$ cat src/hdl/init_ctrl_pkg.sv
// sequencer step encoding and report byte types shared by the init controller blocks
package init_ctrl_pkg;

    // ==================================================
    // sequencer steps
    // ==================================================
    typedef enum logic [2:0] {
        ST_PREAMBLE,
        ST_CMD0,
        ST_GAP,
        ST_CMD55,
        ST_ACMD41,
        ST_DONE
    } init_step_e;

    // one ascii byte per report strobe
    typedef logic [7:0] report_char_t;

    // finished step, valid for one cycle
    typedef struct packed {
        logic       valid;
        init_step_e step;
    } step_done_t;

    // card clocks of idle after CMD0
    localparam int GAP_TICKS = 16;

endpackage

$ cat src/hdl/sd_proto_pkg.sv
// native-mode SD command frame types and constants for the power-up commands only
package sd_proto_pkg;

    // ==================================================
    // frame field types
    // ==================================================

    // command index field
    typedef logic [5:0] cmd_index_t;

    // 32-bit argument, sent msb first
    typedef logic [31:0] cmd_arg_t;

    // checksum over start, transmission, index and argument bits
    typedef logic [6:0] crc7_t;

    // what the shifter puts on CMD for one request
    typedef enum logic {
        TX_IDLE_CLOCKS = 1'b0,
        TX_FRAME       = 1'b1
    } tx_kind_e;

    // one transmit request, 39 bits
    typedef struct packed {
        tx_kind_e   kind;
        cmd_index_t index;
        cmd_arg_t   arg;
    } sd_tx_req_t;

    // ==================================================
    // protocol constants
    // ==================================================
    localparam int FRAME_BITS = 48;
    // ones on CMD before the first command
    localparam int IDLE_TICKS = 80;

    localparam cmd_index_t CMD_GO_IDLE  = 6'd0;
    localparam cmd_index_t CMD_APP      = 6'd55;
    localparam cmd_index_t ACMD_OP_COND = 6'd41;
    // host supports high capacity cards
    localparam cmd_arg_t   ARG_HCS      = 32'h4000_0000;

endpackage

$ cat src/hdl/init_sequencer.sv
// no card responses are sampled so the sequence runs open loop and halts after ACMD41
`timescale 1ns/1ns

module init_sequencer
    import sd_proto_pkg::*;
    import init_ctrl_pkg::*;
(
    input  logic       CLOCK_50,
    input  logic       KEY0,
    input  logic       shift_tick,
    input  logic       tx_done,
    output sd_tx_req_t tx_req,
    output logic       tx_start,
    output step_done_t step_done
);

    localparam int GAP_W = $clog2(GAP_TICKS);

    init_step_e       state;
    logic             req_issued;
    logic [GAP_W-1:0] gap_cnt;

    // step that follows a finished transfer
    function automatic init_step_e step_after(input init_step_e s);
        case (s)
            ST_PREAMBLE: return ST_CMD0;
            ST_CMD0:     return ST_GAP;
            ST_CMD55:    return ST_ACMD41;
            default:     return ST_DONE;
        endcase
    endfunction

    // ==================================================
    // request contents per step
    // ==================================================
    always_comb begin
        tx_req = '{kind: TX_IDLE_CLOCKS, index: CMD_GO_IDLE, arg: '0};
        case (state)
            ST_CMD0:   tx_req = '{kind: TX_FRAME, index: CMD_GO_IDLE, arg: '0};
            ST_CMD55:  tx_req = '{kind: TX_FRAME, index: CMD_APP, arg: '0};
            ST_ACMD41: tx_req = '{kind: TX_FRAME, index: ACMD_OP_COND, arg: ARG_HCS};
            default:   tx_req = '{kind: TX_IDLE_CLOCKS, index: CMD_GO_IDLE, arg: '0};
        endcase
    end

    // ==================================================
    // step FSM
    // ==================================================
    always_ff @(posedge CLOCK_50 or negedge KEY0) begin
        if (!KEY0) begin
            state      <= ST_PREAMBLE;
            req_issued <= 1'b0;
            tx_start   <= 1'b0;
            gap_cnt    <= '0;
            step_done  <= '0;
        end else begin
            tx_start        <= 1'b0;
            step_done.valid <= 1'b0;
            case (state)
                ST_PREAMBLE, ST_CMD0, ST_CMD55, ST_ACMD41: begin
                    // one start per step, then wait for the shifter
                    if (!req_issued) begin
                        tx_start   <= 1'b1;
                        req_issued <= 1'b1;
                    end else if (tx_done) begin
                        req_issued <= 1'b0;
                        state      <= step_after(state);
                        if (state == ST_CMD55 || state == ST_ACMD41) begin
                            step_done <= '{valid: 1'b1, step: state};
                        end
                    end
                end
                ST_GAP: begin
                    // CMD0 only counts as done after the idle gap
                    if (shift_tick) begin
                        if (gap_cnt == GAP_W'(GAP_TICKS - 1)) begin
                            gap_cnt   <= '0;
                            state     <= ST_CMD55;
                            step_done <= '{valid: 1'b1, step: ST_CMD0};
                        end else begin
                            gap_cnt <= gap_cnt + 1'b1;
                        end
                    end
                end
                ST_DONE: begin
                    // halted until the next reset
                end
                default: state <= ST_DONE;
            endcase
        end
    end

    // once halted nothing is started and the shifter finishes nothing more
    a_no_start_done: assert property (@(posedge CLOCK_50) disable iff (!KEY0)
        (tx_start || tx_done) |-> state != ST_DONE);

endmodule

$ cat config.mk
export PLATFORM = sky130hd
export DESIGN_NAME = init_sequencer
export DESIGN_NICKNAME = d
export VERILOG_FILES = /design/src/hdl/init_ctrl_pkg.sv /design/src/hdl/sd_proto_pkg.sv /design/src/hdl/init_sequencer.sv
export SDC_FILE = /design/constraint.sdc
export NUM_CORES = 1
export LEC_CHECK = 0
export BUFFER_PORTS_ARGS = -buffer_cell sky130_fd_sc_hd__buf_4
export CAP_MARGIN = 20
export CORE_ASPECT_RATIO = 0.8
export CORE_MARGIN = 3
export CORE_UTILIZATION = 43
export DETAILED_ROUTE_END_ITERATION = 10
export PLACE_DENSITY = 0.77
export SYNTH_ARGS = -nofsm -noshare
export SYNTH_HDL_FRONTEND = slang
export SYNTH_SLANG_ARGS = --single-unit
export TNS_END_PERCENT = 10
$ cat constraint.sdc
create_clock -name CLOCK_50 -period 1.5 [get_ports CLOCK_50]
set_input_delay 0.15 -clock CLOCK_50 [delete_from_list [all_inputs] [get_ports CLOCK_50]]
set_output_delay 0.15 -clock CLOCK_50 [all_outputs]
set_load 0.01 [all_outputs]
======== Word level (Yosys, flattened, before mapping) ========
Cells that the tools add are included.
word-level totals
  bits in registers ....................... 13
  input port bits ......................... 4
  output and inout bits ................... 44
  logic and storage cells ................. 44
cells by class
  add/sub/neg operators ................... 1
  equal/unequal tests ..................... 11
  muxes and demuxes ....................... 18
  bitwise logic cells ..................... 1
  reduce and logical (&&, ||, !) cells .... 7
operators with widths
  cell                                                  number
  one-hot mux 39 bit (3 select lines)                   1
  2-to-1 mux 4 bit                                      6
  one-hot mux 3 bit (3 select lines)                    2
  2-to-1 mux 3 bit                                      4
  inequality test 2 bit (second input constant)         5
  one-hot mux 4 bit (2 select lines)                    1
  equality test 3 x 2 -> 1 bit (second input constant)  2
  equality test 3 bit (second input constant)           2
  AND reduction 6 bit                                   1
  AND reduction 5 bit                                   1
  adder 4 x 1 -> 4 bit (second input constant)          1
  equality test 4 bit (second input constant)           1
  2-to-1 mux 1 bit                                      4
  OR reduction 4 bit                                    1
  equality test 3 x 1 -> 1 bit (second input constant)  1
  logical NOT 3 bit                                     1
  AND reduction 2 bit                                   1
  nonzero test 2 bit                                    1
  logical OR 1 bit                                      1
  NOT 1 bit                                             1

======== Logic depth before layout (Yosys ltp) ========
Gate-level depths: netlist (run 1).
  depth after elaboration ................. 6
  depth in mapped cells ................... 5

======== Least setup slack after synthesis (run 1) ========
OpenSTA, ideal clock, no wires.
  path type ............................... reg-to-reg
  from .................................... register state[0]
  to ...................................... register step_done[1] in the netlist's numbering
  library setup time ...................... 0.120 ns
  arrival ................................. 1.274 ns
  data required time ...................... 1.380 ns
  slack ................................... 0.106 ns
  cell stages (with the launch flop) ...... 6
  buffers on the path ..................... 1
  period minus slack after synthesis ...... 1.394 ns
  cells stage by stage .................... dfrtp_1 -> buf_2 -> or3b_1 -> inv_2 -> nand3_2 -> a31o_1
between the ends
  cells in the longest elaborated chain, start to end .. 4
  elaborated cells on any way between the ends .. 15
  those cells by class .................... 9 x eq/ne; 1 x mux; 5 x reduce/logical
ends and longest elaborated chain
  element                                                                line                                        RTL
  start, declared                                                        init_sequencer.sv:19                        init_step_e state;
  start signal, assigned                                                 init_sequencer.sv:67                        state <= step_after(state);
  equality test 3 x 2 -> 1 bit (tied with other cells)                   init_sequencer.sv:59, init_sequencer.sv:68
  OR reduction 4 bit or logical OR 1 bit (tied branches)                 init_sequencer.sv:59, init_sequencer.sv:68
  inequality test 2 bit (no line) or nonzero test 2 bit (tied branches)  -
  AND reduction 6 bit (no line)                                          -
  end signal, assigned                                                   init_sequencer.sv:69                        step_done <= '{valid: 1'b1, step: state};
  end signal, assigned                                                   init_sequencer.sv:79                        step_done <= '{valid: 1'b1, step: ST_CMD0};
  end, declared                                                          init_sequencer.sv:14                        output step_done_t step_done
Parallel ways exist; a longest one is shown, timed or not.
A chain may end at the register's enable or synchronous reset.

==> summary.txt, run 1 <==
Status
  – Status: complete, no violations

Layout
  – Antenna Cells: 0
  – Layout cells sized above 1: between 30% and 40%
  – Commonest non-fill, non-tap cells in the layout: 31 x conb_1, 22 x buf_4, 11 x dfrtp_1, 6 x nand2_1, 5 x nor2_1
  – Area growth from synthesis to layout: 9.760%
  – Commonest non-fill, non-tap cell in the layout: conb_1
  – FILL cells: about 200
  – Post-layout nets: 120

Worst setup path
  – Worst r2r src: state[0]
  – Worst Setup End Kind: output pin
  – Largest fanout on the critical path: 5
  – Req. time, crit path: 1350 ps
  – Crit path launch: state[0]
  – Critical Setup Path Class: reg2out
  – Startpoint types: flip-flop
  – Critical path data arrival time: around 1300 ps

Floorplanning
  – Core Box Area: between 1500 and 2000 µm²
  – Die Width: around 57 µm
  – FP Rows: 14
  – Initial Util: a little under half
  – Die height: roughly 47 µm
  – Die footprint: 2641 µm²
  – I/O pin cnt: 48

Drt
  – WL/cell: 10.61 µm
  – Detail Route Antenna Nets: 0
  – Post-Route WL: roughly 1500 µm
  – TritonRoute pass-1 iters: 4
  – Post-route DRC violation count: 0
  – Vias/cell: between 4 and 5
  – Vias: ~600
  – Iter 0 DRT Violations: 17

Global route
  – Total global routing overflow: 0
  – Initial antenna violation count: 0
  – Largest net degree at the start of global routing: 14
  – First-pass GRT wire length: roughly 2400 µm
  – Gr usage total: 12.01%
  – Vias in the first global route: between 500 and 600

Place
  – Pre-CTS WS: -27.23 ps
  – Port buffer count: 16
  – Post-DP HPWL: 1090 µm
  – Placer congestion estimate: 0.7654

STA
  – Final Hold Violating Endpoints: 0
  – Period utilization: a little over nine tenths
  – Tmin final: between 1000 and 1500 ps
  – Unrepaired setup endpoints after global routing: true
  – Slew Limit Fails: 0
  – Setup_tns: 0 ps
  – Fmax: a little under 700 MHz
  – Clock Skews: about 4.8 ps
  – Final setup viols: 0
  – Final worst slack: approximately 32 ps

Logic synthesis
  – Post-Syn Area: 884.6 µm²
  – Number of enable flip-flop cells after synthesis: 0
  – Cell accounting for the most synthesized area: dfrtp_1
  – Mapped Cells: 94
  – Synth Warn #: 0
  – Post-synthesis average cell area: 9.411 µm²
  – Netlist cell types: 29
  – Register area share after synthesis: between 30% and 40%
  – Asr flop ratio synth: 100.0%
  – Seq cells post-synth: 13
  – Top_reg_cell synth: dfrtp_1
  – Area contributors post-synth: dfrtp_1 37%, buf_4 31%, nand2_1 3.0%
  – Post-synth top area share: between 30% and 40%

Pwr
  – Total power: around 0.0017 W
  – Switching Share: between 30% and 40%
  – Clock Power Share: roughly 13%
  – Logic gate share of total power: between 40% and 50%
  – Max VDD drop: ~0.0008 V
  – P_leak: 0.5333 nW
  – Part of the power in registers: between 30% and 40%
  – Power Dens Cells: between 1500 and 2000 nW/µm²
  – Internal power: roughly 0.0011 W
  – P_sw: between 0.0006 and 0.0007 W

Clocking
  – CTS max path bufs: 2
  – Sink Count: 13
  – CTS H-Tree Depth: 1
  – Clk slew on worst S/H paths: about 70 ps
  – Root buf cell: clkbuf_4
  – TritonCTS Buffers: 3
  – Clk Latency, worst-skew pair: between 200 and 300 ps
  – CTS tree: done

Hold path
  – Min-Delay Path Class: in2reg
  – Hold_sp: tx_done

Job
  – Maxcap violations: 0
critical path, stage by stage (launching register included):
cell and delay (ps):
dfrtp_2 440, or3b_4 420, nand2_2 80, buf_4 120
logic make-up after synthesis:
| logic type | count (synthesis) | share of synthesized area, % |
|---|---|---|
| AOI/OAI and AO/OA | 11 | 9.478 |
| xor gates and xnor gates | 2 | 1.981 |
| adders and majority gates | 1 | 1.414 |
| buffers and inverters | 42 | 33.24 |
| DFF | 13 | 36.77 |
| muxes | 3 | 3.677 |
| other | 1 | 0.4239 |
| and+or+nand+nor | 21 | 13.01 |
final timing paths:
| check | to | slack (ps) | depth (start not counted) |
|---|---|---|---|
| setup reg to reg | step_done[1] | 80 | 5 |
| min in group asynchronous | gap_cnt[3] | 260 | 2 |
| hold / removal | step_done[3] | 170 | 3 |
| hold reg to reg | step_done[2] | 500 | 1 |
| setup / recovery | tx_req[37] | 30 | 3 |
| max in group asynchronous | state[0] | 1060 | 2 |
per-layer routing:
layer | routed length (µm) | global-route usage [%] | part of all wire (%)
met5 | 0 | 0 | 0
met4 | 12 | 4.265 | 0.82
met3 | 146 | 3.361 | 10
met2 | 687 | 19.59 | 47
met1 | 617 | 15.45 | 42
flip-flops by register name, indices dropped and copies added, names as in the netlist:
name / flops
step_done: 4
req_issued: 1
state: 3
tx_start: 1
gap_cnt: 4
layout make-up:
| type | instances | area [µm²] | area share, % |
|---|---|---|---|
| clock buffer | 4 | 26.28 | 2.706 |
| inverter | 5 | 18.77 | 1.933 |
| multi-input combinational | 69 | 392.9 | 40.46 |
| sequential | 13 | 327.8 | 33.76 |
| tap | 24 | 30.03 | 3.093 |
| timing repair buffer | 23 | 175.2 | 18.04 |
power groups by stage:
| stage | sequential [W] | clock, W | combinational (W) |
|---|---|---|---|
| 2_1_floorplan | 0.000643 | 0 | 0.000498 |
| 3_3_place_gp | 0.000650 | 0 | 0.000646 |
| 3_5_place_dp | 0.000665 | 0 | 0.000667 |
| 4_1_cts | 0.000641 | 0.000220 | 0.000810 |
| 5_1_grt | 0.000670 | 0.000239 | 0.000914 |
| 6_report | 0.000636 | 0.000209 | 0.000819 |
cells in the mapped netlist, types with 2 or more instances:
cell type / instances
nor2_1: 5
buf_4: 36
inv_1: 4
nand2_1: 7
or3b_1: 2
mux2_2: 2
nand3_1: 2
dfrtp_1: 13
o21ai_0: 2
xnor2_1: 2
stage by stage:
step / hold slack, ps / cell area [µm²] / cells / utilization, %
CTS: 164.1 / 963.4 / 137 / 50.46
global placement: 1.163 / 872.1 / 127 / 45.68
floorplan: -145.6 / 997.2 / 124 / -
global route: 209.9 / 970.9 / 138 / 50.85
finish: 169.2 / 970.9 / 138 / 50.85
detailed placement: 3.185 / 872.1 / 127 / 45.68
what timing repair did:
item                                    in CTS  in global routing
hold buffers                                 1                  0
pin swaps                                    2                  3
resized for setup                            8                  0
hold endpoints to repair                    13                  0
buffers inserted                             5                  1
endpoints found under the setup margin       6                 10
(Power assumes the default switching activity.)
==> run 2: changes to the inputs <==
--- a/config.mk
+++ b/config.mk
@@ -5,13 +5,14 @@
 export SDC_FILE = /design/constraint.sdc
 export NUM_CORES = 1
 export LEC_CHECK = 0
+export ABC_AREA = 1
 export BUFFER_PORTS_ARGS = -buffer_cell sky130_fd_sc_hd__buf_4
 export CAP_MARGIN = 20
 export CORE_ASPECT_RATIO = 0.8
 export CORE_MARGIN = 3
-export CORE_UTILIZATION = 43
+export CORE_UTILIZATION = 44
 export DETAILED_ROUTE_END_ITERATION = 10
-export PLACE_DENSITY = 0.77
+export PLACE_DENSITY = 0.78
 export SYNTH_ARGS = -nofsm -noshare
 export SYNTH_HDL_FRONTEND = slang
 export SYNTH_SLANG_ARGS = --single-unit
==> run 2 against run 1 <==
Net effect: register-to-register slack better by 210 ps; clock power hardly changed; global-route usage is 0.36 points higher; count of clock-buffer cells in the layout stayed put; largest cell class unchanged; largest power group unchanged.
==> summary.txt, run 2 <==
Status
  – Status: complete, no violations

Layout
  – Area growth from synthesis to layout: 5.333%
  – Final core area utilization: roughly half
  – Largest registers: gap_cnt (4), step_done (4), state (3)
  – Layout cells sized above 1: 24.82%
  – Fin cells: 161
  – Commonest non-fill, non-tap cell in the layout: conb_1
  – Antenna Cells: 0
  – Post-layout nets: 143
  – Commonest non-fill, non-tap cells in the layout: 31 x conb_1, 23 x nand2_1, 17 x buf_4, 11 x dfrtp_1, 10 x nand3_1

Floorplanning
  – I/O pin cnt: 48
  – Die height: 47.31 µm
  – Initial Util: between 40% and 50%
  – FP Rows: 14
  – Core Box Area: about 1900 µm²
  – Die Width: around 58 µm
  – Die footprint: approximately 2700 µm²

Drt
  – Post-Route WL: 1531 µm
  – TritonRoute pass-1 iters: 4
  – Detail Route Antenna Nets: 0
  – Vias/cell: roughly 4.4
  – WL/cell: approximately 9.5 µm
  – Iter 0 DRT Violations: 18
  – Post-route DRC violation count: 0
  – Vias: about 700

Pwr
  – Part of the power in registers: between 30 and 40%
  – Logic gate share of total power: 42.5%
  – P_leak: roughly 0.57 nW
  – Max VDD drop: between 0.0005 and 0.0006 V
  – Clock Power Share: 18.6%
  – Internal power: approximately 0.00070 W
  – Switching Share: about two fifths
  – P_sw: around 0.00044 W
  – Power Dens Cells: between 1000 and 1500 nW/µm²

Global route
  – Largest net degree at the start of global routing: 14
  – Initial antenna violation count: 0
  – Gr usage total: roughly 12%
  – Total global routing overflow: 0
  – Vias in the first global route: 568
  – First-pass GRT wire length: 2394 µm

Worst setup path
  – Crit path launch: state[1]
  – Startpoint types: flip-flop
  – CP peak stage delay: 460 ps
  – Critical Setup Path Class: reg2out
  – Flop2flop setup slack: ~290 ps
  – Cell chain of the critical path: nand2_1, nand2_1, a21oi_2, buf_4
  – Crit path capture: tx_req[32]
  – Req. time, crit path: between 1000 and 1500 ps
  – Cell mode on critical path: nand2_1
  – Worst r2r src: state[1]
  – Worst Setup End Kind: output pin
  – Critical path data arrival time: 1240 ps
  – Largest fanout on the critical path: 7
  – Worst reg-to-reg path cell count: 5
  – Reg2reg end: step_done[0]
  – Slowest cell on crit path: dfrtp_2

Logic synthesis
  – Asr flop ratio synth: 100.0%
  – Most frequent cell after synthesis: buf_4
  – Cell accounting for the most synthesized area: dfrtp_1
  – Mapped Cells: 120
  – Seq cells post-synth: 13
  – Post-synthesis average cell area: between 7 and 8 µm²
  – Post-Syn Area: roughly 940 µm²
  – Register area share after synthesis: between 30% and 40%
  – Number of enable flip-flop cells after synthesis: 0
  – Post-synth top area share: between 30% and 40%
  – Top_reg_cell synth: dfrtp_1
  – Netlist cell types: 20
  – Area contributors post-synth: dfrtp_1 35%, buf_4 28%, nand2_1 9.2%
  – Top post-synthesis cells by count: 35 x buf_4, 23 x nand2_1, 13 x dfrtp_1, 10 x nand3_1, 9 x inv_1
  – Synth Warn #: 0

Place
  – Pre-CTS WS: 273.9 ps
  – Placed cell count: between 150 and 200
  – Post-DP HPWL: 1254 µm
  – Placer congestion estimate: around 0.82
  – Port buffer count: 16

STA
  – Slew Limit Fails: 0
  – Setup_tns: 0 ps
  – Fmax: 721.2 MHz
  – Final worst slack: 113.4 ps
  – Final Hold Violating Endpoints: 0
  – Unrepaired setup endpoints after global routing: false
  – Period utilization: between 90 and 100%
  – Final setup viols: 0
  – Hold Slack: about 170 ps
  – Clock Skews: 2.148 ps
  – Tmin final: ~1400 ps

Job
  – Maxcap violations: 0

Clocking
  – CTS max path bufs: 2
  – TritonCTS Buffers: 3
  – Clk slew on worst S/H paths: 70 ps
  – Root buf cell: clkbuf_4
  – CTS tree: done
  – CTS H-Tree Depth: 1
  – Sink Count: 13
  – Clk Latency, worst-skew pair: about 280 ps

Hold path
  – Min-Delay Path Class: in2reg
[run 2: changes by cell type after synthesis, moves of 2 or more]
| cell | delta |
|---|---|
| nand2_1 | +16 |
| o21ai_0 | +4 |
| nand3_1 | +8 |
| or3b_1 | -2 |
| inv_2 | +2 |
| nand2_2 | +2 |
| mux2_2 | -2 |
| inv_1 | +5 |
| nor2_2 | +3 |
[run 2: area by class of cell]
class                      count  area (µm²)
clock buffer                   4       26.28
sequential                    13       327.8
timing repair buffer          18       137.6
inverter                      12       45.04
multi-input combinational     90       421.7
fill                         184       955.9
tap                           24       30.03
[run 2: repair_timing]
action / 4_1_cts / 5_1_grt
endpoints found under the hold margin: 13 / 0
gates cloned: 0 / 0
endpoints found under the setup margin: 2 / 3
hold buffers: 1 / 0
buffers inserted: 0 / 1
resized for setup: 1 / 2
[run 2: power by group through the flow]
stage	clock network [W]	registers [W]	logic, W
3_3_place_gp	0	0.000446	0.000446
5_1_grt	0.000237	0.000451	0.000543
6_report	0.000211	0.000443	0.000484
2_1_floorplan	0	0.000451	0.000361
3_5_place_dp	0	0.000448	0.000455
4_1_cts	0.000221	0.000443	0.000459
[run 2: cell families (layout without fill, tap and decap cells)]
kind of cell	count (synthesis)	count (layout)	share of synthesized area (%)
other	1	31	0.3996
DFF	13	13	34.67
xor gates and xnor gates	2	2	1.867
buffers and inverters	47	34	32.80
AOI/OAI and AO/OA	9	9	5.066
and+or+nand+nor	47	47	23.87
adders and majority gates	1	1	1.333
[run 2: metal layers]
metal  GRT usage (%)  wire, µm  share of wire (%)
met1           12.81       564                 37
met2           21.40       720                 47
met3           4.945       207                 14
met5               0         0                  0
met4           8.333        38                2.5
[run 2: how the worst min path moves through the flow]
| stage | start | to | cells after the start |
|---|---|---|---|
| after global placement | KEY0 | step_done[2] | 1 |
| after CTS | shift_tick | gap_cnt[0] | 3 |
| after floorplan | KEY0 | gap_cnt[0] | 0 |
| after detailed placement | KEY0 | step_done[2] | 1 |
| after global routing | shift_tick | step_done[3] | 3 |
| final | shift_tick | step_done[3] | 3 |
[run 2: critical path: cells and delay by family, from the launching register on]
kind / cells / cell delay (ps)
buffers and inverters: 1 / 140
AND/OR/NAND/NOR: 2 / 230
AO/OA/AOI/OAI: 1 / 130
flip-flops: 1 / 460
[run 2: stage by stage]
step | power [W] | instance area (µm²)
final | 0.001139 | 988.4
after global routing | 0.001231 | 988.4
after CTS | 0.001123 | 975.9
after detailed placement | 0.0009024 | 938.4
after global placement | 0.0008920 | 938.4
after floorplan | 0.0008122 | 1051
==> run 3: changes to the inputs <==
--- a/config.mk
+++ b/config.mk
@@ -10,9 +10,9 @@
 export CAP_MARGIN = 20
 export CORE_ASPECT_RATIO = 0.8
 export CORE_MARGIN = 3
-export CORE_UTILIZATION = 44
+export CORE_UTILIZATION = 35
 export DETAILED_ROUTE_END_ITERATION = 10
-export PLACE_DENSITY = 0.78
+export PLACE_DENSITY = 0.72
 export SYNTH_ARGS = -nofsm -noshare
 export SYNTH_HDL_FRONTEND = slang
 export SYNTH_SLANG_ARGS = --single-unit
==> run 3 against run 2 <==
Net effect: final area grew 1.5%; register-to-register slack is essentially flat; clock skew grew 1.7 ps; critical path depth unchanged; fmax down 5.8%; setup slack worse by 85 ps; clock power is 4% higher; core utilization is 11 points lower; via count fell by 2.3%; count of clock-buffer cells in the layout unchanged.
==> summary.txt, run 3 (synthesis gave the netlist of run 2 again) <==
Worst setup path
  – Req. time, crit path: roughly 1400 ps
  – CP Buf/Inv Count: 1
  – Largest fanout on the critical path: 7
  – Critical Setup Path Class: reg2out
  – Slowest cell on crit path: dfrtp_2
  – Critical path data arrival time: roughly 1300 ps
  – Cell mode on critical path: nand2_1
  – Critical path's top delay family: flip-flops
  – Startpoint types: flip-flop
  – Cell chain of the critical path: nand2_1, nand2_1, a21oi_2, buf_4
  – Worst Setup End Kind: output pin
  – CP peak stage delay: about 470 ps

Floorplanning
  – Initial Util: 37.50%
  – Core Box Area: 2502 µm²
  – FP Rows: 16
  – Die footprint: 3342 µm²
  – Die height: 52.32 µm
  – Die Width: ~64 µm
  – I/O pin cnt: 48

Job
  – Maxcap violations: 0

Layout
  – Area growth from synthesis to layout: 6.933%
  – Commonest non-fill, non-tap cells in the layout: 31 x conb_1, 23 x nand2_1, 17 x buf_4, 11 x dfrtp_1, 10 x nand3_1
  – Final core area utilization: 40.10%
  – Largest registers: gap_cnt (4), step_done (4), state (3)
  – Commonest non-fill, non-tap cell in the layout: conb_1
  – Post-layout nets: 143
  – Post-route cell area: between 1000 and 1500 µm²
  – Fin cells: about 170
  – Layout cells sized above 1: between 20% and 30%
  – Antenna Cells: 0

Place
  – Placer congestion estimate: around 0.85
  – Port buffer count: 16
  – Placed cell count: 167
  – Pre-CTS WS: 299.4 ps
  – Area after DPL: 953.4 µm²
  – Post-DP HPWL: 1342 µm

Global route
  – First-pass GRT wire length: approximately 2500 µm
  – Largest net degree at the start of global routing: 14
  – Initial antenna violation count: 0
  – Vias in the first global route: ~600
  – Total global routing overflow: 0
  – Gr usage total: 9.963%

Drt
  – Detail Route Antenna Nets: 0
  – Vias/cell: 3.971
  – WL/cell: 9.653 µm
  – Post-Route WL: 1670 µm
  – TritonRoute pass-1 iters: 4
  – Post-route DRC violation count: 0
  – Iter 0 DRT Violations: 32
  – Vias: around 690

Pwr
  – Max VDD drop: around 0.00023 V
  – Power Dens Cells: ~1200 nW/µm²
  – P_leak: 0.5717 nW

STA
  – Final setup viols: 0
  – Period utilization: between 90% and 100%
  – Final Hold Violating Endpoints: 0
  – Slew Limit Fails: 0
  – Clock Skews: 3.841 ps
  – Fmax: 679.4 MHz
  – Tmin final: 1472 ps
  – Final worst slack: 28.09 ps

Status
  – Status: complete, no violations

Clocking
  – TritonCTS Buffers: 3
  – CTS H-Tree Depth: 1
  – Root buf cell: clkbuf_4
  – CTS max path bufs: 2
  – CTS tree: done
  – Clk slew on worst S/H paths: about 80 ps
  – Clk Latency, worst-skew pair: about 280 ps
  – Sink Count: 13

Hold path
  – Min-Delay Path Class: in2reg
-- run 3: final timing paths --
path	end	start	cells past startpoint	slack, ps
max	tx_req[32]	state[1]	4	30
min	step_done[3]	shift_tick	3	160
max reg2reg	step_done[0]	state[1]	5	280
min reg2reg	tx_start	req_issued	1	470
max in group asynchronous	state[0]	KEY0	2	1090
min in group asynchronous	gap_cnt[0]	KEY0	2	240
-- run 3: per-stage QoR --
step / hold slack [ps] / setup TNS, ps / power, W
after floorplan: -145.6 / 0 / 0.0008122
after global placement: -2.512 / 0 / 0.0008967
after detailed placement: 1.957 / 0 / 0.0009084
after CTS: 163.0 / 0 / 0.001133
after global routing: 169.2 / -65.79 / 0.001243
final: 163.8 / 0 / 0.001157
-- run 3: timing repair --
| item | in CTS | in global routing |
|---|---|---|
| pin swaps | 0 | 0 |
| resized for setup | 1 | 3 |
| endpoints found under the setup margin | 2 | 3 |
| hold buffers | 1 | 0 |
| setup buffers | 0 | 1 |
| hold endpoints to repair | 13 | 0 |
-- run 3: power by group --
| group | switching [W] | leakage [nW] | internal (W) |
|---|---|---|---|
| Clock | 0.000116 | 0.0150 | 0.000103 |
| Sequential | 0.0000418 | 0.160 | 0.000401 |
| Combinational | 0.000296 | 0.397 | 0.000199 |
| Total | 0.000454 | 0.572 | 0.000704 |
-- run 3: per-layer routing --
layer	track usage, %	vias to the layer above	part of all wire, %
met2	17.84	26	53
met5	0	-	0
met3	4.077	5	7.8
li1	-	342	-
met4	5.376	0	1.7
met1	9.948	314	38
-- run 3: worst register-to-register path, delay by kind of cell (launching register included) --
family | cells | cell delay [ps]
flip-flops | 1 | 470
AND/OR/NAND/NOR | 3 | 340
AO/OA/AOI/OAI | 1 | 190
buffers and inverters | 1 | 110
-- run 3: layout make-up --
type / instances / area (µm²)
multi-input combinational: 90 / 421.7
inverter: 12 / 45.04
clock buffer: 4 / 26.28
sequential: 13 / 327.8
fill: 268 / 1499
timing repair buffer: 18 / 137.6
tap: 36 / 45.04
